### config.mk
export PLATFORM = sky130hd
export DESIGN_NAME = axil_interconnect
export DESIGN_NICKNAME = d
export VERILOG_FILES = /design/src/axil_pkg.sv /design/src/xbar_pkg.sv /design/src/axil_rr_arbiter.sv /design/src/axil_addr_decode.sv /design/src/axil_xfer_fsm.sv /design/src/axil_resp_return.sv /design/src/axil_interconnect.sv
export SDC_FILE = /design/constraint.sdc
export NUM_CORES = 1
export LEC_CHECK = 0
export ABC_AREA = 0
export BUFFER_PORTS_ARGS = -buffer_cell sky130_fd_sc_hd__clkbuf_2
export CORE_AREA = 2 2 452 454
export CTS_CLUSTER_DIAMETER = 200
export DETAILED_ROUTE_END_ITERATION = 6
export DIE_AREA = 0 0 454 456
export GPL_TIMING_DRIVEN = 0
export HOLD_SLACK_MARGIN = 0.06
export SLEW_MARGIN = 20
export SYNTH_ARGS = -nofsm -noshare
export SYNTH_HDL_FRONTEND = slang
export SYNTH_HIERARCHICAL = 1
export SYNTH_SLANG_ARGS = --single-unit
### constraint.sdc
create_clock -name clk -period 5 [get_ports clk]
set_clock_uncertainty 0.05 [all_clocks]
set_input_delay 0.25 -clock clk [delete_from_list [all_inputs] [get_ports clk]]
set_output_delay 0.25 -clock clk [all_outputs]
set_load 0.01 [all_outputs]
### src/axil_pkg.sv
// AXI4-Lite bus types used on every source and target port of the interconnect
// one request struct toward the subordinate and one response struct back
package axil_pkg;

    typedef logic [31:0] addr_t;
    typedef logic [31:0] data_t;
    typedef logic [3:0]  strb_t;

    // EXOKAY is never produced here
    typedef enum logic [1:0] {
        OKAY   = 2'b00,
        SLVERR = 2'b10,
        DECERR = 2'b11
    } resp_e;

    // manager to subordinate
    typedef struct packed {
        addr_t awaddr;
        logic  awvalid;
        data_t wdata;
        strb_t wstrb;
        logic  wvalid;
        logic  bready;
        addr_t araddr;
        logic  arvalid;
        logic  rready;
    } axil_req_t;

    // subordinate back to manager
    typedef struct packed {
        logic  awready;
        logic  wready;
        resp_e bresp;
        logic  bvalid;
        logic  arready;
        data_t rdata;
        resp_e rresp;
        logic  rvalid;
    } axil_rsp_t;

endpackage

### src/xbar_pkg.sv
// internal types of the interconnect for sequencer states, arbiter grant and decode route
package xbar_pkg;

    typedef enum logic [2:0] {
        IDLE,
        DECODE,
        WRITE,
        WRITE_RESP,
        WRITE_DROP,
        READ,
        WAIT_IDLE
    } xfer_state_e;

    // winning source and direction
    typedef struct packed {
        logic       valid;
        logic       is_read;
        logic [7:0] src;
    } grant_t;

    // target selected by the address decoder
    typedef struct packed {
        logic       hit;
        logic [7:0] tgt;
    } route_t;

endpackage

### src/axil_rr_arbiter.sv
// round-robin arbiter over the write and read requests of every source
// request 2s is the write of source s and 2s+1 its read; the grant holds until acknowledge
module axil_rr_arbiter #(
    parameter int S_COUNT = 2
) (
    input  logic                 clk,
    input  logic                 rst,
    input  logic [2*S_COUNT-1:0] request,
    input  logic                 acknowledge,
    output xbar_pkg::grant_t     grant
);

    localparam int N = 2 * S_COUNT;

    logic [N-1:0]     mask_q;
    logic [N-1:0]     masked;
    xbar_pkg::grant_t pick;
    xbar_pkg::grant_t grant_q;

    always_comb begin
        masked = request & mask_q;
        pick = '0;
        // scan downward so the lowest index wins
        for (int i = N - 1; i >= 0; i--) begin
            if (masked[i] || (masked == '0 && request[i])) begin
                pick.valid = 1'b1;
                pick.is_read = i[0];
                pick.src = 8'(i / 2);
            end
        end
    end

    // live pick until the winner is locked in
    assign grant = grant_q.valid ? grant_q : pick;

    always_ff @(posedge clk) begin
        if (rst) begin
            grant_q <= '0;
            mask_q <= '1;
        end else if (grant_q.valid) begin
            if (acknowledge) begin
                grant_q.valid <= 1'b0;
                // only indices above the last winner keep priority
                mask_q <= {N{1'b1}} << (2 * int'(grant_q.src) + int'(grant_q.is_read) + 1);
            end
        end else if (pick.valid) begin
            grant_q <= pick;
        end
    end

endmodule

### src/axil_addr_decode.sv
// maps the captured address onto M_COUNT equal, contiguous target windows
// window i starts at BASE_ADDR + i * 2**WIN_BITS
module axil_addr_decode #(
    parameter int              M_COUNT   = 2,
    parameter axil_pkg::addr_t BASE_ADDR = '0,
    parameter int              WIN_BITS  = 12
) (
    input  axil_pkg::addr_t  addr,
    output xbar_pkg::route_t route
);

    // window number of the first target
    localparam axil_pkg::addr_t WIN_BASE = BASE_ADDR >> WIN_BITS;

    axil_pkg::addr_t win;

    assign win = addr >> WIN_BITS;

    always_comb begin
        route = '0;
        // first matching window wins
        for (int i = M_COUNT - 1; i >= 0; i--) begin
            if (win == WIN_BASE + axil_pkg::addr_t'(i)) begin
                route.hit = 1'b1;
                route.tgt = 8'(i);
            end
        end
    end

endmodule

### src/axil_xfer_fsm.sv
// transfer sequencer that captures the granted request, forwards it to the decoded target
// and hands the collected response to the response return stage
module axil_xfer_fsm #(
    parameter int S_COUNT = 2,
    parameter int M_COUNT = 2
) (
    input  logic                clk,
    input  logic                rst,
    input  xbar_pkg::grant_t    grant,
    input  xbar_pkg::route_t    route,
    input  axil_pkg::axil_req_t s_req [S_COUNT],
    output logic [S_COUNT-1:0]  s_aw_ready,
    output logic [S_COUNT-1:0]  s_ar_ready,
    output logic [S_COUNT-1:0]  s_w_ready,
    output axil_pkg::axil_req_t m_req [M_COUNT],
    input  axil_pkg::axil_rsp_t m_rsp [M_COUNT],
    output logic                load,
    output logic                load_is_read,
    output axil_pkg::data_t     load_data,
    output axil_pkg::resp_e     load_resp,
    input  logic                done
);

    localparam int SRC_W = (S_COUNT > 1) ? $clog2(S_COUNT) : 1;
    localparam int TGT_W = (M_COUNT > 1) ? $clog2(M_COUNT) : 1;

    xbar_pkg::xfer_state_e state_q;

    logic [SRC_W-1:0]   src;
    logic [TGT_W-1:0]   route_tgt;
    logic [TGT_W-1:0]   tgt_q;
    logic               hit_q;
    axil_pkg::addr_t    addr_q;
    axil_pkg::data_t    data_q;
    axil_pkg::strb_t    strb_q;
    logic [M_COUNT-1:0] aw_valid_q;
    logic [M_COUNT-1:0] w_valid_q;
    logic [M_COUNT-1:0] b_ready_q;
    logic [M_COUNT-1:0] ar_valid_q;
    logic [M_COUNT-1:0] r_ready_q;
    logic [M_COUNT-1:0] m_aw_ready;
    logic [M_COUNT-1:0] m_w_ready;
    logic [M_COUNT-1:0] m_ar_ready;
    logic               s_w_fire;
    logic               m_b_fire;
    logic               m_r_fire;

    assign src = grant.src[SRC_W-1:0];
    assign route_tgt = route.tgt[TGT_W-1:0];

    assign s_w_fire = s_w_ready[src] && s_req[src].wvalid;
    assign m_b_fire = b_ready_q[tgt_q] && m_rsp[tgt_q].bvalid;
    assign m_r_fire = r_ready_q[tgt_q] && m_rsp[tgt_q].rvalid;

    // address and data go to every target and only the selected one sees a valid
    always_comb begin
        for (int m = 0; m < M_COUNT; m++) begin
            m_aw_ready[m] = m_rsp[m].awready;
            m_w_ready[m] = m_rsp[m].wready;
            m_ar_ready[m] = m_rsp[m].arready;
            m_req[m].awaddr = addr_q;
            m_req[m].awvalid = aw_valid_q[m];
            m_req[m].wdata = data_q;
            m_req[m].wstrb = strb_q;
            m_req[m].wvalid = w_valid_q[m];
            m_req[m].bready = b_ready_q[m];
            m_req[m].araddr = addr_q;
            m_req[m].arvalid = ar_valid_q[m];
            m_req[m].rready = r_ready_q[m];
        end
    end

    // response handoff in the cycle of the completing handshake
    always_comb begin
        load = 1'b0;
        load_is_read = grant.is_read;
        load_data = '0;
        load_resp = axil_pkg::OKAY;
        case (state_q)
            xbar_pkg::WRITE_RESP: begin
                load = m_b_fire;
                load_resp = m_rsp[tgt_q].bresp;
            end
            xbar_pkg::WRITE_DROP: begin
                load = s_w_fire;
                load_resp = axil_pkg::DECERR;
            end
            xbar_pkg::READ: begin
                if (hit_q) begin
                    load = m_r_fire;
                    load_data = m_rsp[tgt_q].rdata;
                    load_resp = m_rsp[tgt_q].rresp;
                end else begin
                    // decode miss answers with zero data
                    load = 1'b1;
                    load_resp = axil_pkg::DECERR;
                end
            end
            default: begin
                load = 1'b0;
            end
        endcase
    end

    always_ff @(posedge clk) begin
        if (rst) begin
            state_q <= xbar_pkg::IDLE;
            s_aw_ready <= '0;
            s_ar_ready <= '0;
            s_w_ready <= '0;
            aw_valid_q <= '0;
            w_valid_q <= '0;
            b_ready_q <= '0;
            ar_valid_q <= '0;
            r_ready_q <= '0;
        end else begin
            s_aw_ready <= '0;
            s_ar_ready <= '0;
            // target valids drop on their own ready in any state
            aw_valid_q <= aw_valid_q & ~m_aw_ready;
            w_valid_q <= w_valid_q & ~m_w_ready;
            ar_valid_q <= ar_valid_q & ~m_ar_ready;
            case (state_q)
                xbar_pkg::IDLE: begin
                    if (grant.valid) begin
                        if (grant.is_read) begin
                            s_ar_ready[src] <= 1'b1;
                        end else begin
                            s_aw_ready[src] <= 1'b1;
                        end
                        state_q <= xbar_pkg::DECODE;
                    end
                end
                xbar_pkg::DECODE: begin
                    if (grant.is_read) begin
                        if (route.hit) begin
                            ar_valid_q[route_tgt] <= 1'b1;
                            r_ready_q[route_tgt] <= 1'b1;
                        end
                        // a miss also passes READ to answer one cycle later
                        state_q <= xbar_pkg::READ;
                    end else begin
                        s_w_ready[src] <= 1'b1;
                        if (route.hit) begin
                            aw_valid_q[route_tgt] <= 1'b1;
                            state_q <= xbar_pkg::WRITE;
                        end else begin
                            state_q <= xbar_pkg::WRITE_DROP;
                        end
                    end
                end
                xbar_pkg::WRITE: begin
                    if (s_w_fire) begin
                        s_w_ready[src] <= 1'b0;
                        w_valid_q[tgt_q] <= 1'b1;
                        b_ready_q[tgt_q] <= 1'b1;
                        state_q <= xbar_pkg::WRITE_RESP;
                    end
                end
                xbar_pkg::WRITE_RESP: begin
                    if (m_b_fire) begin
                        b_ready_q[tgt_q] <= 1'b0;
                        state_q <= xbar_pkg::WAIT_IDLE;
                    end
                end
                xbar_pkg::WRITE_DROP: begin
                    if (s_w_fire) begin
                        s_w_ready[src] <= 1'b0;
                        state_q <= xbar_pkg::WAIT_IDLE;
                    end
                end
                xbar_pkg::READ: begin
                    if (!hit_q) begin
                        state_q <= xbar_pkg::WAIT_IDLE;
                    end else if (m_r_fire) begin
                        r_ready_q[tgt_q] <= 1'b0;
                        state_q <= xbar_pkg::WAIT_IDLE;
                    end
                end
                xbar_pkg::WAIT_IDLE: begin
                    // source has taken the response
                    if (done) begin
                        state_q <= xbar_pkg::IDLE;
                    end
                end
                default: begin
                    state_q <= xbar_pkg::IDLE;
                end
            endcase
        end
    end

    // captured address, route and write payload
    always_ff @(posedge clk) begin
        if (state_q == xbar_pkg::IDLE && grant.valid) begin
            addr_q <= grant.is_read ? s_req[src].araddr : s_req[src].awaddr;
        end
        if (state_q == xbar_pkg::DECODE) begin
            hit_q <= route.hit;
            tgt_q <= route_tgt;
        end
        if (state_q == xbar_pkg::WRITE && s_w_fire) begin
            data_q <= s_req[src].wdata;
            strb_q <= s_req[src].wstrb;
        end
    end

endmodule

### src/axil_resp_return.sv
// holds the write or read response for the granted source until it is accepted
// the accepting handshake is reported as done to the arbiter and the sequencer
module axil_resp_return #(
    parameter int S_COUNT = 2
) (
    input  logic                clk,
    input  logic                rst,
    input  xbar_pkg::grant_t    grant,
    input  logic                load,
    input  logic                load_is_read,
    input  axil_pkg::data_t     load_data,
    input  axil_pkg::resp_e     load_resp,
    input  axil_pkg::axil_req_t s_req [S_COUNT],
    output logic [S_COUNT-1:0]  b_valid,
    output logic [S_COUNT-1:0]  r_valid,
    output axil_pkg::resp_e     b_resp,
    output axil_pkg::resp_e     r_resp,
    output axil_pkg::data_t     r_data,
    output logic                done
);

    localparam int SRC_W = (S_COUNT > 1) ? $clog2(S_COUNT) : 1;

    logic [SRC_W-1:0]   src;
    logic [S_COUNT-1:0] b_ready;
    logic [S_COUNT-1:0] r_ready;

    always_comb begin
        for (int s = 0; s < S_COUNT; s++) begin
            b_ready[s] = s_req[s].bready;
            r_ready[s] = s_req[s].rready;
        end
    end

    assign src = grant.src[SRC_W-1:0];

    assign done = grant.valid && (grant.is_read ? (r_valid[src] && r_ready[src])
                                                : (b_valid[src] && b_ready[src]));

    always_ff @(posedge clk) begin
        if (rst) begin
            b_valid <= '0;
            r_valid <= '0;
        end else begin
            b_valid <= b_valid & ~b_ready;
            r_valid <= r_valid & ~r_ready;
            if (load) begin
                if (load_is_read) begin
                    r_valid[src] <= 1'b1;
                end else begin
                    b_valid[src] <= 1'b1;
                end
            end
        end
    end

    // response payload shared by all sources
    always_ff @(posedge clk) begin
        if (load) begin
            if (load_is_read) begin
                r_data <= load_data;
                r_resp <= load_resp;
            end else begin
                b_resp <= load_resp;
            end
        end
    end

endmodule

### src/axil_interconnect.sv
// AXI4-Lite interconnect, S_COUNT sources to M_COUNT targets, one transaction at a time
// targets occupy equal windows of 2**WIN_BITS bytes starting at BASE_ADDR
module axil_interconnect #(
    parameter int              S_COUNT   = 4,
    parameter int              M_COUNT   = 4,
    parameter axil_pkg::addr_t BASE_ADDR = '0,
    parameter int              WIN_BITS  = 16
) (
    input  logic                clk,
    input  logic                rst,
    input  axil_pkg::axil_req_t s_req [S_COUNT],
    output axil_pkg::axil_rsp_t s_rsp [S_COUNT],
    output axil_pkg::axil_req_t m_req [M_COUNT],
    input  axil_pkg::axil_rsp_t m_rsp [M_COUNT]
);

    logic [2*S_COUNT-1:0] request;
    xbar_pkg::grant_t     grant;
    xbar_pkg::route_t     route;
    logic [S_COUNT-1:0]   s_aw_ready;
    logic [S_COUNT-1:0]   s_ar_ready;
    logic [S_COUNT-1:0]   s_w_ready;
    logic [S_COUNT-1:0]   b_valid;
    logic [S_COUNT-1:0]   r_valid;
    logic                 load;
    logic                 load_is_read;
    axil_pkg::data_t      load_data;
    axil_pkg::resp_e      load_resp;
    axil_pkg::resp_e      b_resp;
    axil_pkg::resp_e      r_resp;
    axil_pkg::data_t      r_data;
    logic                 done;

    always_comb begin
        for (int s = 0; s < S_COUNT; s++) begin
            request[2*s] = s_req[s].awvalid;
            request[2*s+1] = s_req[s].arvalid;
            s_rsp[s].awready = s_aw_ready[s];
            s_rsp[s].wready = s_w_ready[s];
            s_rsp[s].bresp = b_resp;
            s_rsp[s].bvalid = b_valid[s];
            s_rsp[s].arready = s_ar_ready[s];
            s_rsp[s].rdata = r_data;
            s_rsp[s].rresp = r_resp;
            s_rsp[s].rvalid = r_valid[s];
        end
    end

    axil_rr_arbiter #(
        .S_COUNT(S_COUNT)
    ) i_arbiter (
        .clk(clk),
        .rst(rst),
        .request(request),
        .acknowledge(done),
        .grant(grant)
    );

    // captured address is driven the same on every target port
    axil_addr_decode #(
        .M_COUNT(M_COUNT),
        .BASE_ADDR(BASE_ADDR),
        .WIN_BITS(WIN_BITS)
    ) i_decode (
        .addr(m_req[0].araddr),
        .route(route)
    );

    axil_xfer_fsm #(
        .S_COUNT(S_COUNT),
        .M_COUNT(M_COUNT)
    ) i_fsm (
        .clk(clk),
        .rst(rst),
        .grant(grant),
        .route(route),
        .s_req(s_req),
        .s_aw_ready(s_aw_ready),
        .s_ar_ready(s_ar_ready),
        .s_w_ready(s_w_ready),
        .m_req(m_req),
        .m_rsp(m_rsp),
        .load(load),
        .load_is_read(load_is_read),
        .load_data(load_data),
        .load_resp(load_resp),
        .done(done)
    );

    axil_resp_return #(
        .S_COUNT(S_COUNT)
    ) i_resp (
        .clk(clk),
        .rst(rst),
        .grant(grant),
        .load(load),
        .load_is_read(load_is_read),
        .load_data(load_data),
        .load_resp(load_resp),
        .s_req(s_req),
        .b_valid(b_valid),
        .r_valid(r_valid),
        .b_resp(b_resp),
        .r_resp(r_resp),
        .r_data(r_data),
        .done(done)
    );

endmodule

==> results of run 1 <==
## power groups by stage
stage	Combinational, mW	Clock [mW]	Sequential, mW
global placement	4.93	0	2.71
floorplan	2.83	0	2.12
global route	5.35	1.70	2.68
finish	5.05	1.57	2.65
CTS	5.11	1.70	2.68
detailed placement	5.03	0	2.70
## worst min-delay path by stage
stage,to,start
6_report,i_fsm/data_q[30]$_DFFE_PP_,s_req[70]
3_3_place_gp,i_fsm/ar_valid_q[0]$_SDFF_PP0_,i_fsm/ar_valid_q[0]$_SDFF_PP0_
2_1_floorplan,i_fsm/aw_valid_q[3]$_SDFF_PP0_,m_rsp[40]
4_1_cts,i_resp/r_data[5]$_DFFE_PP_,m_rsp[8]
5_1_grt,i_fsm/data_q[27]$_DFFE_PP_,s_req[67]
3_5_place_dp,i_fsm/ar_valid_q[1]$_SDFF_PP0_,i_fsm/ar_valid_q[1]$_SDFF_PP0_
## metrics by stage
step / setup TNS, ns / cells
6_report: 0 / 5191
4_1_cts: 0 / 5151
5_1_grt: 0 / 5174
3_5_place_dp: -30.66 / 5062
3_3_place_gp: -172.19 / 5051
2_1_floorplan: 0 / 1210
## what timing repair did
item | CTS | global route
hold buffers | 57 | 0
buffers inserted | 0 | 2
setup endpoints to repair | 98 | 38
cloned | 0 | 0
pin swaps | 0 | 1
resized for setup | 2 | 0
hold endpoints to repair | 41 | 0
## per-layer routing
metal,wire length (um),up-vias,track usage
li1,-,6499,-
met1,54400,7710,0.150
met2,66600,1257,0.216
met3,13500,334,0.0464
met4,6660,50,0.0548
met5,328,-,0
## registers in the layout, indices dropped and copies added, names as in the netlist, 8 cells and up, named ones only
| signal | flops |
|---|---|
| i_arbiter/mask_q | 8 |
| i_fsm/data_q | 32 |
| i_resp/r_data | 32 |
| i_fsm/addr_q | 32 |
## final cells by class
cell class              instances  area [sq um]  area share
diodes                         38          95.1     0.00395
plain buffers                 500          3600       0.150
clock buffers                  17           425      0.0177
clock inverters                15           204     0.00848
inverters                      15          57.6     0.00239
multi-input cells             533          5420       0.226
flip-flops and latches        162          4310       0.179
well taps                    2672          3340       0.139
repair buffers               1239          6590       0.274
## layout by cell type, fill, tap and decap left out, types with 7 or more instances in the layout
cell / instances
a21oi_1: 35
buf_4: 452
clkbuf_2: 1175
buf_1: 9
inv_1: 14
mux4_2: 136
nand4b_1: 10
dfxtp_1: 55
nand2_1: 123
diode_2: 38
nand2b_1: 17
clkbuf_1: 16
nor3_1: 7
nand3_1: 11
dlygate4sd3_1: 57
buf_2: 20
nor2b_1: 18
edfxtp_1: 107
and2_1: 36
clkbuf_16: 17
o21ai_0: 12
nor2_1: 33
==> flow_summary.ini, run 1 <==
[critical_path]
setup.worst_path.end = i_fsm/data_q[10]$_DFFE_PP_
r2r_cells = 11
cpMaxStageDelayCell = dlygate4sd3_1
path_max_fanout = 10
start_kind = flip-flop
cp-startpoint = i_arbiter/mask_q[4]$_SDFFE_PP1P_
arrival_ns = 4.78
slowest_delay_ns = 0.62
crit_chain = a22oi_4 -> a41o_1 -> and2_1 -> or2_0 -> nor3_2 -> a21o_1 -> clkbuf_2 -> buf_4 -> buf_2 -> mux4_2 -> dlygate4sd3_1
cp_num_buf_inv = 4
required_ns = 5.22
rrSetupSlack_ns = 0.44
path_depth = 11
end_kind = flip-flop
path_class = reg -> reg
reg2reg_to = i_fsm/data_q[10]$_DFFE_PP_
r2r_start = i_arbiter/mask_q[4]$_SDFFE_PP1P_
critPathTopFamily = buffers and inverters

[sta]
fmax_mhz = 219
setup_slack_ns = 0.439
maxSlewViolCount = 0
min_period_ns = 4.56
holdWs_ns = 0.140
setup_violations = 0
hold_viol_final = 0
worst_pin_slew_ns = 0.967
max-slew-margin-rel = 0.349
rsz0062_at_grt = false
timing.final.crit_share = 0.912

[detailed_routing]
drtPass1Iterations = 5
drc_errors = 0
wl_um = 141000
via_per_inst = 3.05
drtIter0Drc = 1315
via_count = 15900
routedWlPerCell_um = 27.2
ant_nets = 0

[placed_design]
place.port_buffers = 1169
postPlaceCellArea_sq_mm = 0.0227
place_ws_ns = -0.611
post-dp-hpwl_um = 128000
gp_congestion = 1.07

[pwr]
power.internal_mw = 5.11
leakage_nw = 10.9
p_per_area_mw_per_mm2 = 386
fin_total_pwr_mw = 9.27
power.ir.vdd_worst_mv = 0.295
p_clk_frac = 0.169
p_sw_frac = 0.448
p_sw_mw = 4.16
combPwrFrac = 0.545
share_seq_of_total_power = 0.286

[clock_tree]
clk_latency_ns = 0.53
clkSinkCount = 162
ctsHtreeMaxLevel = 4
clk_pin_slew_ns = 0.09
cts_buffers = 17
root_buffer = clkbuf_16
tritoncts = yes
clockBufferDepth = 2

[floorplanning]
core_area_sq_mm = 0.202
ios = 1170
num_rows = 165
die_area_sq_mm = 0.207
die_x_um = 454
initial_utilization = 0.0661
die_h_um = 456

[yosys]
avgSynthCellArea_sq_um = 11.0
synth_nets = 1800
synth-warning-count = 6
postSynthCellCount = 1210
synthesis.area_sq_mm = 0.0133

[global_route]
grt_antenna_before_repair = 140
grt_pass1_wl_um = 169000
track_usage = 0.130
grt_pass1_vias = 14500
grt_max_degree = 39
grt_overflow_total = 0

[min_path]
min-delay-path-class = in -> reg
worstHoldPathCells = 2

[job]
drv_cap = 0

[layout]
syn2layout_area_growth_pct = 80.3
n_fill_cell = 23100
drive_gt1_frac = 0.746
fin_area_sq_mm = 0.0240
final_util = 0.119
nets = 3058

[outcome]
status = finished clean
(Power assumes the default switching activity.)
==> inputs of run 2 (changes only) <==
RECOVER_POWER = 50   (was default)
==> run 2 against run 1 <==
Effect of this change:
- count of clock-buffer cells in the layout did not move
- final cell count unchanged
- utilization shrank 0.093 points
- clock power hardly changed
- register-to-register slack got worse by 0.03 ns
- die area did not move
- routed wire length hardly changed
- total power down 0.97%
- maximum frequency decreased by 0.61%
- first-iteration DRC count down 2.2%
- critical path depth grew 2
==> flow_summary.ini, run 2 (synthesis gave the netlist of run 1 again) <==
[pwr]
leakage_nw = 10.4
power.ir.vdd_worst_mv = 0.293
p_per_area_mw_per_mm2 = 385

[detailed_routing]
via_count = 15800
drtPass1Iterations = 5
routedWlPerCell_um = 27.2
ant_nets = 0
drtIter0Drc = 1286
drc_errors = 0
via_per_inst = 3.05
wl_um = 141000

[sta]
maxSlewViolCount = 0
min_period_ns = 4.59
fmax_mhz = 218
timing.final.crit_share = 0.918
setup_violations = 0
max-slew-margin-rel = 0.356
hold_viol_final = 0
worst_pin_slew_ns = 0.955
rsz0062_at_grt = false

[floorplanning]
ios = 1170
die_area_sq_mm = 0.207
initial_utilization = 0.0661
num_rows = 165
die_h_um = 456
die_x_um = 454
core_area_sq_mm = 0.202

[layout]
largest_registers = i_fsm/addr_q: 32 flops, i_fsm/data_q: 32 flops, i_resp/r_data: 32 flops
fin_area_sq_mm = 0.0239
final_common_cell = clkbuf_2
final_cell_mix = clkbuf_2, clkbuf_4, buf_4
ff_latch_area_sq_mm = 0.00431
drive_gt1_frac = 0.689
final_util = 0.118
syn2layout_area_growth_pct = 78.9
multi_input_area_sq_mm = 0.00542
nets = 3058
n_fill_cell = 23200

[placed_design]
postPlaceCellArea_sq_mm = 0.0227
gp_congestion = 1.07
post-dp-hpwl_um = 128000
place.port_buffers = 1169

[outcome]
status = finished clean

[critical_path]
end_kind = flip-flop
start_kind = input port
path_class = in -> reg
arrival_ns = 4.81
path_max_fanout = 10
rrSetupSlack_ns = 0.41
required_ns = 5.22

[global_route]
grt_overflow_total = 0
grt_antenna_before_repair = 142
grt_pass1_vias = 14500
grt_pass1_wl_um = 169000
grt_max_degree = 39
track_usage = 0.130

[clock_tree]
clkSinkCount = 162
ctsHtreeMaxLevel = 4
clk_latency_ns = 0.54
cts_buffers = 17
tritoncts = yes
clk_pin_slew_ns = 0.09
clockBufferDepth = 2
root_buffer = clkbuf_16

[min_path]
min-delay-path-class = in -> reg

[job]
drv_cap = 0
==> run 2: critical path: stages <==
cell	delay, ns
dlygate4sd3_1	0.56
clkbuf_2	0.15
a22oi_4	0.30
a41oi_1	0.19
o22ai_1	0.28
a21boi_1	0.12
nor3_2	0.18
a21o_1	0.34
clkbuf_2	0.39
buf_4	0.43
buf_2	0.40
mux4_2	0.57
dlygate4sd3_1	0.61
==> run 2: worst paths after layout <==
| check | endpoint | startpoint | cells after the start |
|---|---|---|---|
| hold reg to reg | i_fsm/ar_valid_q[2]$_SDFF_PP0_ | i_fsm/ar_valid_q[2]$_SDFF_PP0_ | 2 |
| hold / removal | i_fsm/data_q[27]$_DFFE_PP_ | s_req[172] | 2 |
| setup reg to reg | i_fsm/data_q[14]$_DFFE_PP_ | i_arbiter/mask_q[4]$_SDFFE_PP1P_ | 11 |
| setup / recovery | i_fsm/data_q[14]$_DFFE_PP_ | s_req[282] | 13 |
==> run 2: repair_timing <==
item                       in CTS  in global routing
buffers inserted                0                  2
resized for setup               2                  0
pin swaps                       0                  1
hold buffers                   57                  0
hold endpoints to repair       41                  0
setup endpoints to repair      98                 38
==> run 2: layout make-up <==
type                       count  share of cell area
clock inverter                15             0.00855
buffer                       500               0.151
timing repair buffer        1239               0.269
antenna                       38             0.00399
clock buffer                  17              0.0178
multi-input combinational    533               0.227
inverter                      15             0.00241
tap                         2672               0.140
sequential                   162               0.181
==> run 2: per-stage QoR <==
step / setup WS [ns] / std cells / hold slack [ns] / setup TNS (ns) / power [mW]
finish: 0.411 / 5191 / 0.140 / 0 / 9.18
global route: 0.0662 / 5174 / 0.0928 / 0 / 9.64
CTS: 0.0988 / 5151 / 0.0606 / 0 / 9.49
detailed placement: -0.611 / 5062 / 0.416 / -30.66 / 7.74
global placement: -1.72 / 5051 / 0.412 / -172.19 / 7.64
floorplan: 0.704 / 1210 / 0.371 / 0 / 4.95
==> run 2: per-layer routing <==
| metal | part of all wire | global-route usage |
|---|---|---|
| met2 | 0.47 | 0.216 |
| met3 | 0.098 | 0.0464 |
| met1 | 0.38 | 0.150 |
| met5 | 0.0024 | 0 |
| met4 | 0.046 | 0.0548 |
==> run 2: power by group <==
part / total [mW] / internal, mW / switching, mW
combinational: 4.97 / 2.60 / 2.37
clock: 1.58 / 0.698 / 0.879
sequential: 2.63 / 1.73 / 0.901
==> inputs of run 3 (changes only) <==
CORE_AREA = 4 4 454 456   (was 2 2 452 454)
DIE_AREA = 0 0 458 460   (was 0 0 454 456)
==> run 3 against run 2 <==
Effect of this change:
- routed wire length is 2.9% higher
- via count is 3.3% lower
- design area is 0.74% lower
- final cell count hardly changed
- utilization is 0.087 points lower
- first-iteration DRC count is 16% lower
- non-clock buffer count is 25 lower
- global-route usage is 0.22 points higher
- combinational power is 1% higher
- sequential share of layout area is 0.13 points higher
- sequential power hardly changed
- worst setup slack better by 0.024 ns
- critical endpoint is now i_fsm/data_q[2]$_DFFE_PP_
==> flow_summary.ini, run 3 (synthesis gave the netlist of run 1 again) <==
[critical_path]
required_ns = 5.25
end_kind = flip-flop
cpMaxStageDelayCell = dlygate4sd3_1
r2r_cells = 11
crit_chain = a22oi_4 -> a41o_1 -> a22oi_1 -> a21boi_1 -> nor3_2 -> a21o_1 -> buf_2 -> buf_6 -> clkbuf_4 -> mux4_2 -> dlygate4sd3_1
slowest_delay_ns = 0.58
r2r_start = i_arbiter/mask_q[2]$_SDFFE_PP1P_
path_max_fanout = 10
critPathTopFamily = buffers and inverters
path_depth = 11
setup.worst_path.end = i_fsm/data_q[2]$_DFFE_PP_
start_kind = flip-flop
reg2reg_to = i_fsm/data_q[2]$_DFFE_PP_
arrival_ns = 4.81
cp_num_buf_inv = 4
rrSetupSlack_ns = 0.44
path_class = reg -> reg
cp-startpoint = i_arbiter/mask_q[2]$_SDFFE_PP1P_

[pwr]
power.ir.vdd_worst_mv = 0.339
combPwrFrac = 0.546
p_per_area_mw_per_mm2 = 388
power.internal_mw = 5.02
fin_total_pwr_mw = 9.19
share_seq_of_total_power = 0.286
p_clk_frac = 0.168
p_sw_mw = 4.17
p_sw_frac = 0.454
leakage_nw = 10.3

[placed_design]
place.port_buffers = 1169
dp.cells = 5064
gp_congestion = 0.932
post-dp-hpwl_um = 134000
postPlaceCellArea_sq_mm = 0.0228

[sta]
fmax_mhz = 219
hold_viol_final = 0
rsz0062_at_grt = false
worst_pin_slew_ns = 1.13
maxSlewViolCount = 0
fin_tns_setup_ns = 0
max-slew-margin-rel = 0.250
timing.final.crit_share = 0.913
setup_violations = 0
min_period_ns = 4.56

[layout]
largest_registers = i_fsm/addr_q: 32 flops, i_fsm/data_q: 32 flops, i_resp/r_data: 32 flops
nets = 3033
final_cell_mix = clkbuf_2, clkbuf_4, buf_4
final_util = 0.117
drive_gt1_frac = 0.698
final_common_cell = clkbuf_2
syn2layout_area_growth_pct = 77.6
final_cells = 5187
fin_area_sq_mm = 0.0237
n_fill_cell = 23300

[floorplanning]
core_area_sq_mm = 0.202
die_h_um = 460
die_area_sq_mm = 0.211
num_rows = 165
ios = 1170
die_x_um = 458
initial_utilization = 0.0661

[job]
drv_cap = 0

[global_route]
busiest_layer = met2
grt_pass1_vias = 15100
use_met2 = 0.208
grt_max_degree = 39
grt_overflow_total = 0
track_usage = 0.133
grt_pass1_wl_um = 175000
met3_usage = 0.0429
grtUsageMet1 = 0.166
grt_antenna_before_repair = 136

[clock_tree]
cts_buffers = 17
clk_latency_ns = 0.55
clk_pin_slew_ns = 0.10
clockBufferDepth = 2
ctsHtreeMaxLevel = 4
clkSinkCount = 162
tritoncts = yes
root_buffer = clkbuf_16

[outcome]
status = finished clean

[detailed_routing]
wl_um = 145000
drc_errors = 0
drtPass1Iterations = 7
drtIter0Drc = 1084
via_count = 15300
via_per_inst = 2.95
routedWlPerCell_um = 28.0
ant_nets = 0

[min_path]
min-delay-path-class = in -> reg
==> run 3: cell count changes in the layout (fill, tap and decap cells not counted), moves of 3 or more <==
cell           change
inv_8              -3
dlygate4sd3_1     -27
diode_2           +21
inv_6              +3
clkbuf_4           +5
buf_4              -5
==> run 3: metrics by stage <==
step / hold slack [ns] / worst slack [ns]
global route: 0.0920 / 0.0591
finish: 0.130 / 0.435
CTS: 0.0605 / 0.0612
detailed placement: 0.415 / -1.19
floorplan: 0.371 / 0.704
global placement: 0.412 / -2.96
==> run 3: worst min-delay path, cell delays in order <==
cell and delay (ns):
clkbuf_2 0.07, mux4_2 0.21, nand2_1 0.05, nand2_1 0.04
==> run 3: worst min path at each step <==
stage | from | to | depth (start not counted)
finish | s_req[225] | i_fsm/addr_q[13]$_DFFE_PN_ | 4
global route | m_rsp[29] | i_resp/r_data[26]$_DFFE_PP_ | 3
CTS | s_req[225] | i_fsm/addr_q[13]$_DFFE_PN_ | 4
detailed placement | i_fsm/ar_valid_q[0]$_SDFF_PP0_ | i_fsm/ar_valid_q[0]$_SDFF_PP0_ | 2
global placement | i_fsm/ar_valid_q[0]$_SDFF_PP0_ | i_fsm/ar_valid_q[0]$_SDFF_PP0_ | 2
floorplan | m_rsp[40] | i_fsm/aw_valid_q[3]$_SDFF_PP0_ | 3
==> run 3: cell type report <==
cell class | count | area (sq um) | share of cell area
repair buffers | 1214 | 6170 | 0.261
diodes | 59 | 148 | 0.00623
clock buffers | 17 | 425 | 0.0180
well taps | 2672 | 3340 | 0.141
clock inverters | 15 | 196 | 0.00829
flip-flops and latches | 162 | 4310 | 0.182
plain buffers | 500 | 3600 | 0.152
inverters | 15 | 57.6 | 0.00243
multi-input cells | 533 | 5430 | 0.229
==> run 3: per-layer routing <==
| layer | wire length [um] | part of all wire |
|---|---|---|
| met2 | 64400 | 0.44 |
| met5 | 124 | 0.00085 |
| met3 | 14300 | 0.098 |
| met1 | 60000 | 0.41 |
| met4 | 6660 | 0.046 |
==> run 3: power by group through the flow <==
stage                     clock network [mW]  registers [mW]  logic [mW]
after global placement                     0            2.75        5.06
after global routing                    1.69            2.70        5.38
final                                   1.55            2.63        5.02
after CTS                               1.66            2.70        5.22
after floorplan                            0            2.12        2.83
after detailed placement                   0            2.73        5.17
==> run 3: timing repair <==
item	4_1_cts	5_1_grt
pin swaps	1	0
hold endpoints to repair	25	0
setup endpoints to repair	159	49
hold buffers	30	0
gates resized for setup	4	4
buffers inserted	2	0
